### src/common/icache_cfg_pkg.sv
// --------------------------------------------------
// Instruction cache geometry
// Fixed sizes and the width types derived from them
// --------------------------------------------------
`default_nettype none

package icache_cfg_pkg;

    // Fetch side
    localparam int unsigned FETCH_AW = 32;
    localparam int unsigned ID_WIDTH = 4;

    // Line organisation
    localparam int unsigned LINE_WIDTH = 64;
    localparam int unsigned LINE_COUNT = 16;
    localparam int unsigned SET_COUNT  = 2;

    // Address split into tag, line index and byte offset
    localparam int unsigned LINE_ALIGN  = $clog2(LINE_WIDTH / 8);
    localparam int unsigned COUNT_ALIGN = $clog2(LINE_COUNT);
    localparam int unsigned SET_ALIGN   = $clog2(SET_COUNT);
    localparam int unsigned TAG_WIDTH   = FETCH_AW - COUNT_ALIGN - LINE_ALIGN;

    typedef logic [FETCH_AW-1:0]    addr_t;
    typedef logic [ID_WIDTH-1:0]    id_t;
    typedef logic [COUNT_ALIGN-1:0] line_idx_t;
    typedef logic [SET_ALIGN-1:0]   set_t;
    typedef logic [TAG_WIDTH-1:0]   tag_t;
    typedef logic [LINE_WIDTH-1:0]  line_t;

    // Data RAM word address, set number in the upper bits
    typedef logic [SET_ALIGN+COUNT_ALIGN-1:0] data_addr_t;

    // Stored tag word: valid, error, tag from MSB down
    typedef logic [TAG_WIDTH+1:0] tag_entry_t;

endpackage

`default_nettype wire

### src/common/icache_types_pkg.sv
// --------------------------------------------------
// Instruction cache lookup payloads
// Structs exchanged by the ports and the two stages
// --------------------------------------------------
`default_nettype none

package icache_types_pkg;

    typedef struct packed {
        icache_cfg_pkg::addr_t addr;
        icache_cfg_pkg::id_t   id;
    } lookup_req_t;

    // Result of the tag compare
    typedef struct packed {
        icache_cfg_pkg::set_t cset;
        logic                 hit;
        logic                 error;
    } tag_rsp_t;

    typedef struct packed {
        icache_cfg_pkg::addr_t addr;
        icache_cfg_pkg::id_t   id;
        icache_cfg_pkg::set_t  cset;
        logic                  hit;
        logic                  error;
    } data_req_t;

    // One refill line with its placement
    typedef struct packed {
        icache_cfg_pkg::line_idx_t idx;
        icache_cfg_pkg::set_t      cset;
        icache_cfg_pkg::tag_t      tag;
        logic                      error;
        icache_cfg_pkg::line_t     data;
    } refill_t;

    typedef struct packed {
        icache_cfg_pkg::addr_t addr;
        icache_cfg_pkg::id_t   id;
        icache_cfg_pkg::set_t  cset;
        logic                  hit;
        logic                  error;
        icache_cfg_pkg::line_t data;
    } lookup_rsp_t;

endpackage

`default_nettype wire

### src/hw/icache_sram.sv
// --------------------------------------------------
// Behavioral single-port SRAM
// One-cycle read latency, per-lane write enables
// --------------------------------------------------
`default_nettype none

module icache_sram #(
    parameter int unsigned NUM_WORDS  = 16,
    parameter int unsigned DATA_WIDTH = 32,
    parameter int unsigned LANE_WIDTH = 8
) (
    input  logic                             clk_i,
    input  logic                             rst_ni,
    input  logic                             req_i,
    input  logic                             we_i,
    input  logic [$clog2(NUM_WORDS)-1:0]     addr_i,
    input  logic [DATA_WIDTH/LANE_WIDTH-1:0] be_i,
    input  logic [DATA_WIDTH-1:0]            wdata_i,
    output logic [DATA_WIDTH-1:0]            rdata_o
);

    logic [DATA_WIDTH-1:0] mem_q [NUM_WORDS];
    logic [DATA_WIDTH-1:0] rdata_q;

    always_ff @(posedge clk_i) begin
        if (req_i && we_i) begin
            for (int i = 0; i < DATA_WIDTH / LANE_WIDTH; i++) begin
                if (be_i[i]) begin
                    mem_q[addr_i][i*LANE_WIDTH +: LANE_WIDTH] <= wdata_i[i*LANE_WIDTH +: LANE_WIDTH];
                end
            end
        end
    end

    // Read data holds until the next read, writes leave it alone
    always_ff @(posedge clk_i or negedge rst_ni) begin
        if (!rst_ni) begin
            rdata_q <= '0;
        end else if (req_i && !we_i) begin
            rdata_q <= mem_q[addr_i];
        end
    end

    assign rdata_o = rdata_q;

endmodule

`default_nettype wire

### src/hw/icache_lookup/icache_tag_stage.sv
// --------------------------------------------------
// Instruction cache tag stage
// Init sweep, tag port arbitration, hit compare
// and a fall-through buffer for the tag response
// --------------------------------------------------
`default_nettype none

module icache_tag_stage (
    input  logic                          clk_i,
    input  logic                          rst_ni,
    input  logic                          flush_i,
    input  icache_types_pkg::lookup_req_t in_req_i,
    input  logic                          in_valid_i,
    output logic                          in_ready_o,
    input  icache_types_pkg::refill_t     refill_i,
    input  logic                          write_valid_i,
    output logic                          write_ready_o,
    output logic                          init_busy_o,
    input  icache_cfg_pkg::data_addr_t    lookup_addr_i,
    output icache_types_pkg::lookup_req_t tag_req_o,
    output icache_types_pkg::tag_rsp_t    tag_rsp_o,
    output logic                          tag_valid_o,
    input  logic                          tag_ready_i,
    output logic                          ram_req_o,
    output logic                          ram_we_o,
    output icache_cfg_pkg::line_idx_t     ram_addr_o,
    output logic [icache_cfg_pkg::SET_COUNT-1:0] ram_be_o,
    output icache_cfg_pkg::tag_entry_t [icache_cfg_pkg::SET_COUNT-1:0] ram_wdata_o,
    input  icache_cfg_pkg::tag_entry_t [icache_cfg_pkg::SET_COUNT-1:0] ram_rdata_i
);

    logic [icache_cfg_pkg::COUNT_ALIGN:0] init_count_q;

    logic                          accept;
    logic                          req_ready;
    logic                          tag_valid_q;
    logic                          req_handshake_q;
    icache_types_pkg::lookup_req_t tag_req_q;

    icache_cfg_pkg::tag_t          req_tag;
    logic [icache_cfg_pkg::SET_COUNT-1:0] line_hit;
    logic [icache_cfg_pkg::SET_COUNT-1:0] line_err;
    icache_types_pkg::tag_rsp_t    tag_rsp_s;
    icache_types_pkg::tag_rsp_t    tag_rsp_d;
    icache_types_pkg::tag_rsp_t    tag_rsp_q;

    // --------------------------------------------------
    // Init and flush sweep
    // --------------------------------------------------
    // The counter walks every line once, flush restarts it when idle
    assign init_busy_o = init_count_q != (icache_cfg_pkg::COUNT_ALIGN + 1)'(
        icache_cfg_pkg::LINE_COUNT);

    always_ff @(posedge clk_i or negedge rst_ni) begin
        if (!rst_ni) begin
            init_count_q <= '0;
        end else if (init_busy_o) begin
            init_count_q <= init_count_q + 1'b1;
        end else if (flush_i) begin
            init_count_q <= '0;
        end
    end

    // --------------------------------------------------
    // Tag port arbitration
    // --------------------------------------------------
    // A lookup may enter when the output slot is free or being drained
    assign req_ready = !tag_valid_q || tag_ready_i;
    assign accept    = in_valid_i && in_ready_o;

    always_comb begin
        ram_req_o     = 1'b0;
        ram_we_o      = 1'b0;
        ram_addr_o    = in_req_i.addr[icache_cfg_pkg::LINE_ALIGN +: icache_cfg_pkg::COUNT_ALIGN];
        ram_be_o      = '1;
        ram_wdata_o   = {icache_cfg_pkg::SET_COUNT{{1'b1, refill_i.error, refill_i.tag}}};
        write_ready_o = 1'b0;
        in_ready_o    = 1'b0;

        if (init_busy_o) begin
            // Clear all sets of the current line
            ram_req_o   = 1'b1;
            ram_we_o    = 1'b1;
            ram_addr_o  = init_count_q[icache_cfg_pkg::COUNT_ALIGN-1:0];
            ram_wdata_o = '0;
        end else if (write_valid_i) begin
            ram_req_o            = 1'b1;
            ram_we_o             = 1'b1;
            ram_addr_o           = refill_i.idx;
            ram_be_o             = '0;
            ram_be_o[refill_i.cset] = 1'b1;
            write_ready_o        = 1'b1;
        end else begin
            in_ready_o = req_ready;
            ram_req_o  = in_valid_i && req_ready;
        end
    end

    // --------------------------------------------------
    // Hit compare
    // --------------------------------------------------
    assign req_tag = tag_req_q.addr[icache_cfg_pkg::FETCH_AW-1 -: icache_cfg_pkg::TAG_WIDTH];

    always_comb begin
        tag_rsp_s = '0;
        for (int i = 0; i < icache_cfg_pkg::SET_COUNT; i++) begin
            line_hit[i] = ram_rdata_i[i][icache_cfg_pkg::TAG_WIDTH+1] &&
                          ram_rdata_i[i][icache_cfg_pkg::TAG_WIDTH-1:0] == req_tag;
            line_err[i] = line_hit[i] && ram_rdata_i[i][icache_cfg_pkg::TAG_WIDTH];
        end
        // Walk downwards so the lowest matching set wins
        for (int i = icache_cfg_pkg::SET_COUNT - 1; i >= 0; i--) begin
            if (line_hit[i]) begin
                tag_rsp_s.cset = icache_cfg_pkg::set_t'(i);
            end
        end
        tag_rsp_s.hit   = |line_hit;
        tag_rsp_s.error = |line_err;
    end

    // --------------------------------------------------
    // Pipeline register and fall-through buffer
    // --------------------------------------------------
    always_ff @(posedge clk_i or negedge rst_ni) begin
        if (!rst_ni) begin
            tag_valid_q     <= 1'b0;
            req_handshake_q <= 1'b0;
        end else begin
            req_handshake_q <= accept;
            if (accept) begin
                tag_valid_q <= 1'b1;
            end else if (tag_ready_i) begin
                tag_valid_q <= 1'b0;
            end
        end
    end

    always_comb begin
        tag_rsp_d = tag_rsp_q;
        // Keep the fresh compare result when the data stage stalls
        if (req_handshake_q && !tag_ready_i) begin
            tag_rsp_d = tag_rsp_s;
        end
        // A refill to the waiting line makes its hit stale
        if (write_valid_i && !init_busy_o && lookup_addr_i == {refill_i.cset, refill_i.idx}) begin
            tag_rsp_d.hit = 1'b0;
        end
    end

    always_ff @(posedge clk_i) begin
        tag_rsp_q <= tag_rsp_d;
        if (accept) begin
            tag_req_q <= in_req_i;
        end
    end

    assign tag_req_o   = tag_req_q;
    assign tag_rsp_o   = req_handshake_q ? tag_rsp_s : tag_rsp_q;
    assign tag_valid_o = tag_valid_q;

endmodule

`default_nettype wire

### src/hw/icache_lookup/icache_data_stage.sv
// --------------------------------------------------
// Instruction cache data stage
// Reads the line on a hit and holds the response
// --------------------------------------------------
`default_nettype none

module icache_data_stage (
    input  logic                          clk_i,
    input  logic                          rst_ni,
    input  logic                          init_busy_i,
    input  icache_types_pkg::lookup_req_t tag_req_i,
    input  icache_types_pkg::tag_rsp_t    tag_rsp_i,
    input  logic                          tag_valid_i,
    output logic                          tag_ready_o,
    input  icache_types_pkg::refill_t     refill_i,
    input  logic                          write_valid_i,
    output icache_cfg_pkg::data_addr_t    lookup_addr_o,
    output icache_types_pkg::lookup_rsp_t out_rsp_o,
    output logic                          out_valid_o,
    input  logic                          out_ready_i,
    output logic                          ram_req_o,
    output logic                          ram_we_o,
    output icache_cfg_pkg::data_addr_t    ram_addr_o,
    output icache_cfg_pkg::line_t         ram_wdata_o,
    input  icache_cfg_pkg::line_t         ram_rdata_i
);

    logic                        data_write;
    logic                        tag_handshake;
    logic                        out_valid_q;
    logic                        rd_handshake_q;
    icache_types_pkg::data_req_t data_req_d;
    icache_types_pkg::data_req_t data_req_q;
    icache_cfg_pkg::line_t       line_q;

    assign data_req_d.addr  = tag_req_i.addr;
    assign data_req_d.id    = tag_req_i.id;
    assign data_req_d.cset  = tag_rsp_i.cset;
    assign data_req_d.hit   = tag_rsp_i.hit;
    assign data_req_d.error = tag_rsp_i.error;

    assign lookup_addr_o = {tag_rsp_i.cset,
        tag_req_i.addr[icache_cfg_pkg::LINE_ALIGN +: icache_cfg_pkg::COUNT_ALIGN]};

    // --------------------------------------------------
    // Data port arbitration
    // --------------------------------------------------
    // Refill writes own the port, so the tag stage waits for them
    assign data_write    = write_valid_i && !init_busy_i;
    assign tag_ready_o   = (!out_valid_q || out_ready_i) && !data_write;
    assign tag_handshake = tag_valid_i && tag_ready_o;

    always_comb begin
        ram_req_o   = tag_handshake && tag_rsp_i.hit;
        ram_we_o    = 1'b0;
        ram_addr_o  = lookup_addr_o;
        ram_wdata_o = refill_i.data;
        if (data_write) begin
            ram_req_o  = 1'b1;
            ram_we_o   = 1'b1;
            ram_addr_o = {refill_i.cset, refill_i.idx};
        end
    end

    // --------------------------------------------------
    // Request register and read-data buffer
    // --------------------------------------------------
    always_ff @(posedge clk_i or negedge rst_ni) begin
        if (!rst_ni) begin
            out_valid_q    <= 1'b0;
            rd_handshake_q <= 1'b0;
        end else begin
            rd_handshake_q <= tag_handshake && tag_rsp_i.hit;
            if (tag_handshake) begin
                out_valid_q <= 1'b1;
            end else if (out_ready_i) begin
                out_valid_q <= 1'b0;
            end
        end
    end

    always_ff @(posedge clk_i) begin
        if (tag_handshake) begin
            data_req_q <= data_req_d;
        end
        // The RAM output is live for one cycle only, so catch it on a stall
        if (rd_handshake_q && !out_ready_i) begin
            line_q <= ram_rdata_i;
        end
    end

    always_comb begin
        out_rsp_o.addr  = data_req_q.addr;
        out_rsp_o.id    = data_req_q.id;
        out_rsp_o.cset  = data_req_q.cset;
        out_rsp_o.hit   = data_req_q.hit;
        out_rsp_o.error = data_req_q.error;
        out_rsp_o.data  = rd_handshake_q ? ram_rdata_i : line_q;
    end

    assign out_valid_o = out_valid_q;

endmodule

`default_nettype wire

### src/hw/icache_lookup/icache_lookup.sv
// --------------------------------------------------
// Instruction cache lookup pipeline
// Tag stage and data stage with their two SRAMs
// --------------------------------------------------
`default_nettype none

module icache_lookup (
    input  logic                          clk_i,
    input  logic                          rst_ni,
    input  logic                          flush_i,
    input  icache_types_pkg::lookup_req_t in_req_i,
    input  logic                          in_valid_i,
    output logic                          in_ready_o,
    output icache_types_pkg::lookup_rsp_t out_rsp_o,
    output logic                          out_valid_o,
    input  logic                          out_ready_i,
    input  icache_types_pkg::refill_t     refill_i,
    input  logic                          write_valid_i,
    output logic                          write_ready_o
);

    icache_types_pkg::lookup_req_t tag_req;
    icache_types_pkg::tag_rsp_t    tag_rsp;
    logic                          tag_valid;
    logic                          tag_ready;
    logic                          init_busy;
    icache_cfg_pkg::data_addr_t    lookup_addr;

    // Tag RAM port, one lane per set
    logic                                                   tag_ram_req;
    logic                                                   tag_ram_we;
    icache_cfg_pkg::line_idx_t                              tag_ram_addr;
    logic [icache_cfg_pkg::SET_COUNT-1:0]                   tag_ram_be;
    icache_cfg_pkg::tag_entry_t [icache_cfg_pkg::SET_COUNT-1:0] tag_ram_wdata;
    icache_cfg_pkg::tag_entry_t [icache_cfg_pkg::SET_COUNT-1:0] tag_ram_rdata;

    // Data RAM port
    logic                       data_ram_req;
    logic                       data_ram_we;
    icache_cfg_pkg::data_addr_t data_ram_addr;
    icache_cfg_pkg::line_t      data_ram_wdata;
    icache_cfg_pkg::line_t      data_ram_rdata;

    icache_tag_stage u_tag_stage (
        .clk_i         (clk_i),
        .rst_ni        (rst_ni),
        .flush_i       (flush_i),
        .in_req_i      (in_req_i),
        .in_valid_i    (in_valid_i),
        .in_ready_o    (in_ready_o),
        .refill_i      (refill_i),
        .write_valid_i (write_valid_i),
        .write_ready_o (write_ready_o),
        .init_busy_o   (init_busy),
        .lookup_addr_i (lookup_addr),
        .tag_req_o     (tag_req),
        .tag_rsp_o     (tag_rsp),
        .tag_valid_o   (tag_valid),
        .tag_ready_i   (tag_ready),
        .ram_req_o     (tag_ram_req),
        .ram_we_o      (tag_ram_we),
        .ram_addr_o    (tag_ram_addr),
        .ram_be_o      (tag_ram_be),
        .ram_wdata_o   (tag_ram_wdata),
        .ram_rdata_i   (tag_ram_rdata)
    );

    icache_data_stage u_data_stage (
        .clk_i         (clk_i),
        .rst_ni        (rst_ni),
        .init_busy_i   (init_busy),
        .tag_req_i     (tag_req),
        .tag_rsp_i     (tag_rsp),
        .tag_valid_i   (tag_valid),
        .tag_ready_o   (tag_ready),
        .refill_i      (refill_i),
        .write_valid_i (write_valid_i),
        .lookup_addr_o (lookup_addr),
        .out_rsp_o     (out_rsp_o),
        .out_valid_o   (out_valid_o),
        .out_ready_i   (out_ready_i),
        .ram_req_o     (data_ram_req),
        .ram_we_o      (data_ram_we),
        .ram_addr_o    (data_ram_addr),
        .ram_wdata_o   (data_ram_wdata),
        .ram_rdata_i   (data_ram_rdata)
    );

    icache_sram #(
        .NUM_WORDS  (icache_cfg_pkg::LINE_COUNT),
        .DATA_WIDTH (icache_cfg_pkg::SET_COUNT * $bits(icache_cfg_pkg::tag_entry_t)),
        .LANE_WIDTH ($bits(icache_cfg_pkg::tag_entry_t))
    ) u_tag_ram (
        .clk_i   (clk_i),
        .rst_ni  (rst_ni),
        .req_i   (tag_ram_req),
        .we_i    (tag_ram_we),
        .addr_i  (tag_ram_addr),
        .be_i    (tag_ram_be),
        .wdata_i (tag_ram_wdata),
        .rdata_o (tag_ram_rdata)
    );

    // Whole lines are written, so the single lane is always enabled
    icache_sram #(
        .NUM_WORDS  (icache_cfg_pkg::LINE_COUNT * icache_cfg_pkg::SET_COUNT),
        .DATA_WIDTH (icache_cfg_pkg::LINE_WIDTH),
        .LANE_WIDTH (icache_cfg_pkg::LINE_WIDTH)
    ) u_data_ram (
        .clk_i   (clk_i),
        .rst_ni  (rst_ni),
        .req_i   (data_ram_req),
        .we_i    (data_ram_we),
        .addr_i  (data_ram_addr),
        .be_i    (1'b1),
        .wdata_i (data_ram_wdata),
        .rdata_o (data_ram_rdata)
    );

endmodule

`default_nettype wire

### config.mk
export PLATFORM = sky130hd
export DESIGN_NAME = icache_lookup
export DESIGN_NICKNAME = d
export VERILOG_FILES = /design/src/common/icache_cfg_pkg.sv /design/src/common/icache_types_pkg.sv /design/src/hw/icache_sram.sv /design/src/hw/icache_lookup/icache_tag_stage.sv /design/src/hw/icache_lookup/icache_data_stage.sv /design/src/hw/icache_lookup/icache_lookup.sv
export SDC_FILE = /design/constraint.sdc
export NUM_CORES = 2
export LEC_CHECK = 0
export BUFFER_PORTS_ARGS = -buffer_cell sky130_fd_sc_hd__buf_4
export CAP_MARGIN = 20
export CORE_MARGIN = 2
export CORE_UTILIZATION = 35
export DETAILED_ROUTE_END_ITERATION = 8
export RECOVER_POWER = 50
export SLEW_MARGIN = 5
export SYNTH_ARGS = -nofsm -noshare
export SYNTH_HDL_FRONTEND = slang
export SYNTH_SLANG_ARGS = --single-unit
### constraint.sdc
create_clock -name clk_i -period 18.2 [get_ports clk_i]
set_input_delay 0.91 -clock clk_i [delete_from_list [all_inputs] [get_ports clk_i]]
set_output_delay 0.91 -clock clk_i [all_outputs]
set_load 0.03 [all_outputs]
After elaboration in Yosys (flattened, before gate mapping)
Memory sizes are Yosys's and may differ from the RTL's. A register that Yosys moved wholly into a read port is not among the register bits. Cells that the tools add are included. W data, S select, Z words.

Add/subtract/negate cells: 1. Multiply operators: 0. Div/mod/pow operators: 0. Order comparisons: 2. Equality and inequality tests: 4. Shift-type cells: 0. Multiplexer cells: 35. Bitwise logic cells: 0. Reductions and logical operators: 35.

Operators with widths (count): $mux W64 (1); $mux W54 (1); $eq A25 B25 Y1 (2); $mux W1 (24); $logic_and A1 B1 Y1 (18); $mux W5 (3); $logic_not A1 Y1 (10); $mux W4 (2); $reduce_bool A2 Y1 (3); $add A5 B1 Y5 const B (1); $eq A5 B5 Y1 (1); $ne A5 B5 Y1 const B (1); $mux W2 (2); $reduce_or A2 Y1 (2); $mux W3 (1); $logic_or A1 B1 Y1 (2); $lt A1 B2 Y1 const B (1); $demux W1 S1 (1); $ge A1 B1 Y1 const B (1).

Bits in registers: 151. Latch bits: 0. RAM bits: 2912. ROM bits: 0. Input port bits: 137. Output and inout bits: 106. Logic and storage cells: 95. Memories: 2.

Memories: u_data_ram.mem_q (depth 32, bits a word 64, read ports 1, clocked after memory_dff 1, write ports 1, line icache_sram.sv:22) `logic [DATA_WIDTH-1:0] mem_q [NUM_WORDS];`; u_tag_ram.mem_q (depth 16, bits a word 54, read ports 1, clocked after memory_dff 1, write ports 1, line icache_sram.sv:22).

Logic depth before layout (Yosys ltp)
Depth in word-level cells: 12. Depth in mapped cells: 16.

Cells and area by module
From an unflattened synthesis, not the netlist that was laid out.

Cell total of the unflattened synthesis: 6152. Area total of the unflattened synthesis: 122495.0 um2.

Modules (own cells, without submodules): icache_sram at u_data_ram (times used 1, cells each 3792, area each 79724.0 um2, seq. area each 63100.5 um2); icache_sram at u_tag_ram (times used 1, cells each 1863, area each 35295.1 um2, seq. area each 27296.2 um2); icache_data_stage (times used 1, cells each 261, area each 4757.1 um2, seq. area each 3143.0 um2); icache_tag_stage (times used 1, cells each 235, area each 2715.1 um2, seq. area each 1336.3 um2); icache_lookup (times used 1, cells each 1, area each 3.8 um2, seq. area each 0.0 um2).

Least setup slack after synthesis
No wires, ideal clock.

Kind: register -> register. Start point: reg u_tag_stage.init_count_q[0] (netlist bit). End point: mem u_data_ram.mem_q[25][0] (netlist bit), enable pin. Setup time: 0.565 ns. Data arrival time: 6.909 ns. Required time: 17.635 ns. Setup slack: 10.726 ns. Cell stages (with the launch flop): 14. Path buffers: 3. Clock period less this slack: 7.474 ns. Cell sequence: dfrtp_1 -> inv_1 -> ha_1 -> nand4bb_1 -> inv_2 -> nand2_1 -> inv_2 -> buf_2 -> nand2_1 -> nand2_1 -> clkbuf_1 -> clkbuf_1 -> nand2_1 -> nor3_1.

Word-level cells in the longest chain between the ends: 11. Elaborated cells on any way between the ends: 13. Those cells by class: eq/ne: 1; mux: 5; reduce/logical: 7.

RTL lines: from (decl) (line icache_tag_stage.sv:32) `logic [icache_cfg_pkg::COUNT_ALIGN:0] init_count_q;`; from (signal assigned) (line icache_tag_stage.sv:58) `init_count_q <= init_count_q + 1'b1;`; $ne A5 B5 Y1 * (line icache_tag_stage.sv:51) `assign init_busy_o = init_count_q != (icache_cfg_pkg::COUNT_ALIGN + 1)'(`; $logic_not A1 Y1 * (line icache_data_stage.sv:49) `assign data_write = write_valid_i && !init_busy_i;`; $logic_and A1 B1 Y1 * (line icache_data_stage.sv:49); $logic_not A1 Y1 (line icache_data_stage.sv:50) `assign tag_ready_o = (!out_valid_q || out_ready_i) && !data_write;`; $logic_and A1 B1 Y1 (line icache_data_stage.sv:50); $logic_and A1 B1 Y1 (line icache_data_stage.sv:51) `assign tag_handshake = tag_valid_i && tag_ready_o;`; $logic_and A1 B1 Y1 (line icache_data_stage.sv:54) `ram_req_o = tag_handshake && tag_rsp_i.hit;`; $mux W1 (line icache_data_stage.sv:58) `if (data_write) begin`; $logic_and A1 B1 Y1 (line icache_sram.sv:26) `if (req_i && we_i) begin`; $mux W1 (line icache_sram.sv:26); $mux W1 (not written as such) (line icache_sram.sv:29) `mem_q[addr_i][i*LANE_WIDTH +: LANE_WIDTH] <= wdata_i[i*LANE_WIDTH +: LANE_WIDTH];`; to (decl) (line icache_sram.sv:22).

Mark *: on every way between the ends. The rest lies on a longest branch, timed or not.

Worst setup path in the final report
Start point: reg u_tag_stage.init_count_q[0] (netlist bit). End point: reg u_tag_ram.rdata_q[20], in the netlist u_tag_ram.rdata_o[20] (read register of u_tag_ram.mem_q).

Word-level cells in the longest chain between the ends: 10. Elaborated cells on any way between the ends: 13. Those cells by class: eq/ne: 1; mux: 4; reduce/logical: 8.

RTL lines: $ne A5 B5 Y1 (line icache_tag_stage.sv:51); $logic_not A1 Y1 (line icache_data_stage.sv:49); $logic_and A1 B1 Y1 (line icache_data_stage.sv:49); $logic_not A1 Y1 (line icache_data_stage.sv:50); $logic_and A1 B1 Y1 (line icache_data_stage.sv:50); $logic_or A1 B1 Y1 (line icache_tag_stage.sv:68) `assign req_ready = !tag_valid_q || tag_ready_i;`; $logic_and A1 B1 Y1 (line icache_tag_stage.sv:95) `ram_req_o = in_valid_i && req_ready;`; $mux W1 (line icache_tag_stage.sv:86) `end else if (write_valid_i) begin`; $mux W1 (line icache_tag_stage.sv:80) `if (init_busy_o) begin`; $logic_and A1 B1 Y1 (line icache_sram.sv:39) `end else if (req_i && !we_i) begin`; to (decl) (line icache_sram.sv:23) `logic [DATA_WIDTH-1:0] rdata_q;`.

Parallel ways exist; a longest one is shown, timed or not. A chain may end at the register's enable or synchronous reset.

==> flow_summary.yaml <==
finish:
  area_growth_pct: 15.2
  drive_gt1_share_pct: 16.0
  multi_input_area_mm2: 0.0224
  seq_area_mm2: 0.0949
  nNetsFinal: 6963
  mostFrequentLayoutCell: "edfxtp_1"
  layout_common_cells: "edfxtp_1 (3053), nand2_1 (527), a222oi_1 (502)"
  nFillCells: 30100
grt:
  grt_max_degree: 158
  antenna_found_initial: 41
  grt_pass1_vias: 66700
  grt_pass1_wl_mm: 494
  grt_overflow: 0
  grt_util_all_layers_pct: 19.8
pwr:
  netSwitchingFraction_pct: 25.2
  power.density_mw_per_mm2: 129
  power_frac_seq_pct: 48.9
  power.combinational.fraction_pct: 13.0
  p_sw_mw: 4.45
  cellLeakagePower_nw: 43.2
  power_frac_clock_pct: 38.2
  p_total_mw: 17.6
  ir_worst_vdd_mv: 0.149
  power.internal_mw: 13.2
floorplanning:
  dieArea_mm2: 0.344
  pin_count: 243
  initial_core_util_pct: 35.2
  die_w_um: 586
  coreArea_mm2: 0.337
  die_h_um: 586
  row_count: 213
timing:
  min_period_ns: 7.63
  hold_viol: 0
  rsz0062_at_grt: "false"
  tightestPinTransition_ns: 4.36
  relSlewSlack_pct: -190
  setup_viol: 0
  slew_violations: 512
  final.setup_skew_ns: 0.114
  fin_tns_setup_ns: 0
  max_freq_mhz: 131
  min_period_over_period_pct: 41.9
clock_tree:
  numCtsBuffers: 334
  htreeDepth: 5
  post_cts_buffers: 0
  clkLatencyLatePin_ns: 0.96
  path_clk_slew_ns: 0.06
  clockBufferDepth: 4
  cts_root_buf: "clkbuf_16"
  clock_sinks: 3181
  cts_tree: "built"
drt:
  routed_wl_mm: 352
  ant_nets: 0
  wl_per_cell_um: 30.2
  drtIter0Drc: 10600
  drtPass1Iterations: 9
  post-route-drc-count: 11
  avgViaCountPerCell: 5.86
  vias: 68200
flow_run:
  drv_cap: 13
min_path:
  hp-class: "primary input to register"
critical_path:
  cp_slowest_stage_delay_ns: 2.28
  crit_arrival_ns: 8.41
  crit_path_end_kind: "register"
  critPathMaxFanout: 120
  required_ns: 18.97
  worst-setup-path-type: "register to register"
  crit_slowest_cell: "clkbuf_1"
  startpoint_type: "register"
  crit_chain: "inv_1 > ha_1 > nand4bb_1 > inv_1 > clkbuf_1 > nor2_1 > a21oi_4 > buf_12 > buf_4 > buf_4 > mux4_2 > nand2_1 > nand2_1 > o21ai_0 > o21ai_0"
synthesis:
  netlist_area_mm2: 0.119
  ys_ff_latch: 3181
  async_flop_share_pct: 3.99
  yosysWarnings: 0
  ys_seq_area_share_pct: 80.0
  synth_edf_count: 3053
  yosys.cell_types.count: 51
  synthesis.nets: 6675
  syn_avg_cell_area_um2: 18.1
  synthCells: 6536
  ys.flop_type: "edfxtp_1"
status:
  violations: "DRC, capacitance limit, slew limit"
  status: "finished with violations"
placement:
  dp_hpwl_mm: 179
  place.gp.congestion: 0.784
  numPortBuffers: 242
## per-stage QoR
step	hold WS [ns]	utilization (%)	worst slack, ns	cell area, um^2	std cells
final	0.195	40.5	10.57	137000	11600
after global routing	0.164	40.5	9.95	137000	11600
after global placement	0.400	37.5	12.09	126000	11000
after detailed placement	0.405	37.5	12.01	126000	11000
after CTS	0.113	40.7	12.04	137000	11600
after floorplan	0.400	-	10.73	119000	6536
## synthesized netlist by cell type (9+ instances only)
cell type | number | share of area [%]
edfxtp_1 | 3053 | 77
nand2_1 | 532 | 1.7
a222oi_1 | 502 | 4.2
o21ai_0 | 481 | 2.0
clkbuf_1 | 326 | 1.0
nand3_1 | 303 | 1.3
mux4_2 | 216 | 4.1
and3_1 | 130 | 0.69
dfrtp_1 | 127 | 2.7
buf_2 | 111 | 0.47
a31oi_1 | 109 | 0.57
a311oi_1 | 97 | 0.72
a21oi_1 | 94 | 0.40
mux2_2 | 67 | 0.64
nor2_1 | 54 | 0.17
o221ai_1 | 54 | 0.40
buf_1 | 46 | 0.15
xor2_1 | 44 | 0.32
nor3_1 | 27 | 0.11
and2_1 | 26 | 0.14
nor4_1 | 20 | 0.11
nand4b_1 | 13 | 0.096
xnor2_1 | 13 | 0.096
a221o_1 | 10 | 0.084
a221oi_1 | 10 | 0.074
o211ai_1 | 10 | 0.063
inv_1 | 9 | 0.028
## kinds of logic (layout without fill, tap and decap cells)
| kind of cell | after synthesis | count (layout) | synth area share (%) |
|---|---|---|---|
| DFF | 3181 | 3181 | 80.0 |
| buffers and inverters | 495 | 1060 | 1.69 |
| xor gates and xnor gates | 57 | 57 | 0.421 |
| AOI/OAI and AO/OA | 1379 | 1379 | 8.65 |
| other | 0 | 19 | 0 |
| muxes | 286 | 286 | 4.76 |
| and+or+nand+nor | 1136 | 1136 | 4.46 |
| adders and majority gates | 2 | 2 | 0.0211 |
## worst max-delay path, delay by kind of cell, from the launching register on
family	cells	cell delay, ns
buffers and inverters	6	4.64
AO/OA/AOI/OAI	3	0.87
AND/OR/NAND/NOR	4	0.74
flip-flops	1	0.44
multiplexers	1	0.40
adder cells (fa/ha/maj)	1	0.16
## cell type report
class                   instances  area share [%]
clock buffers                 439            6.66
inverters                      11          0.0302
diodes                         19          0.0348
multi-input cells            2860            16.4
flip-flops and latches       3181            69.5
repair buffers                436            2.05
clock inverters               174            1.25
well taps                    4515            4.14
## registers in the layout, summed over array words and instances (netlist names)
register,count
u_tag_stage.req_handshake_q,1
u_data_stage.line_q,64
u_tag_ram.rdata_o,54
u_tag_stage.tag_valid_o,1
u_data_stage.out_rsp_o,39
u_tag_stage.init_count_q,5
u_data_ram.rdata_o,64
u_tag_stage.tag_rsp_q,3
u_data_stage.rd_handshake_q,1
u_tag_stage.tag_req_o,36
u_tag_ram.mem_q,864
u_data_ram.mem_q,2048
u_data_stage.out_valid_o,1
## power groups by stage
stage / clock [mW] / combinational, mW / sequential (mW)
after floorplan: 0 / 1.46 / 8.70
after global placement: 0 / 2.30 / 8.73
after detailed placement: 0 / 2.32 / 8.75
after CTS: 6.81 / 2.33 / 8.60
after global routing: 7.09 / 2.47 / 8.63
final: 6.72 / 2.29 / 8.61
## worst paths after layout
| path | to | slack, ns | cells past startpoint | start |
|---|---|---|---|---|
| setup reg to reg | u_tag_ram.rdata_o[20] | 10.57 | 15 | u_tag_stage.init_count_q[0] |
| hold reg to reg | u_data_stage.out_rsp_o[73] | 0.42 | 0 | u_tag_stage.tag_req_o[6] |
| hold / removal | u_tag_stage.tag_req_o[21] | 0.19 | 1 | in_req_i[21] |
| max in group asynchronous | u_data_ram.rdata_o[32] | 11.06 | 3 | rst_ni |
| setup / recovery | u_tag_ram.rdata_o[20] | 10.57 | 15 | u_tag_stage.init_count_q[0] |
| min in group asynchronous | u_data_ram.rdata_o[26] | 1.65 | 2 | rst_ni |
## metal layers
metal	GRT usage [%]	up-vias	wire length [um]
li1	-	27900	-
met1	26.7	35600	135000
met2	32.5	3976	171000
met3	3.12	680	33800
met4	7.29	4	12300
met5	0	-	26
## timing repair
item | in CTS | in global routing
resized for setup | 0 | 0
setup endpoints to repair | 0 | 0
hold buffers | 1 | 0
endpoints found under the hold margin | 25 | 0
(Power assumes the default switching activity.)
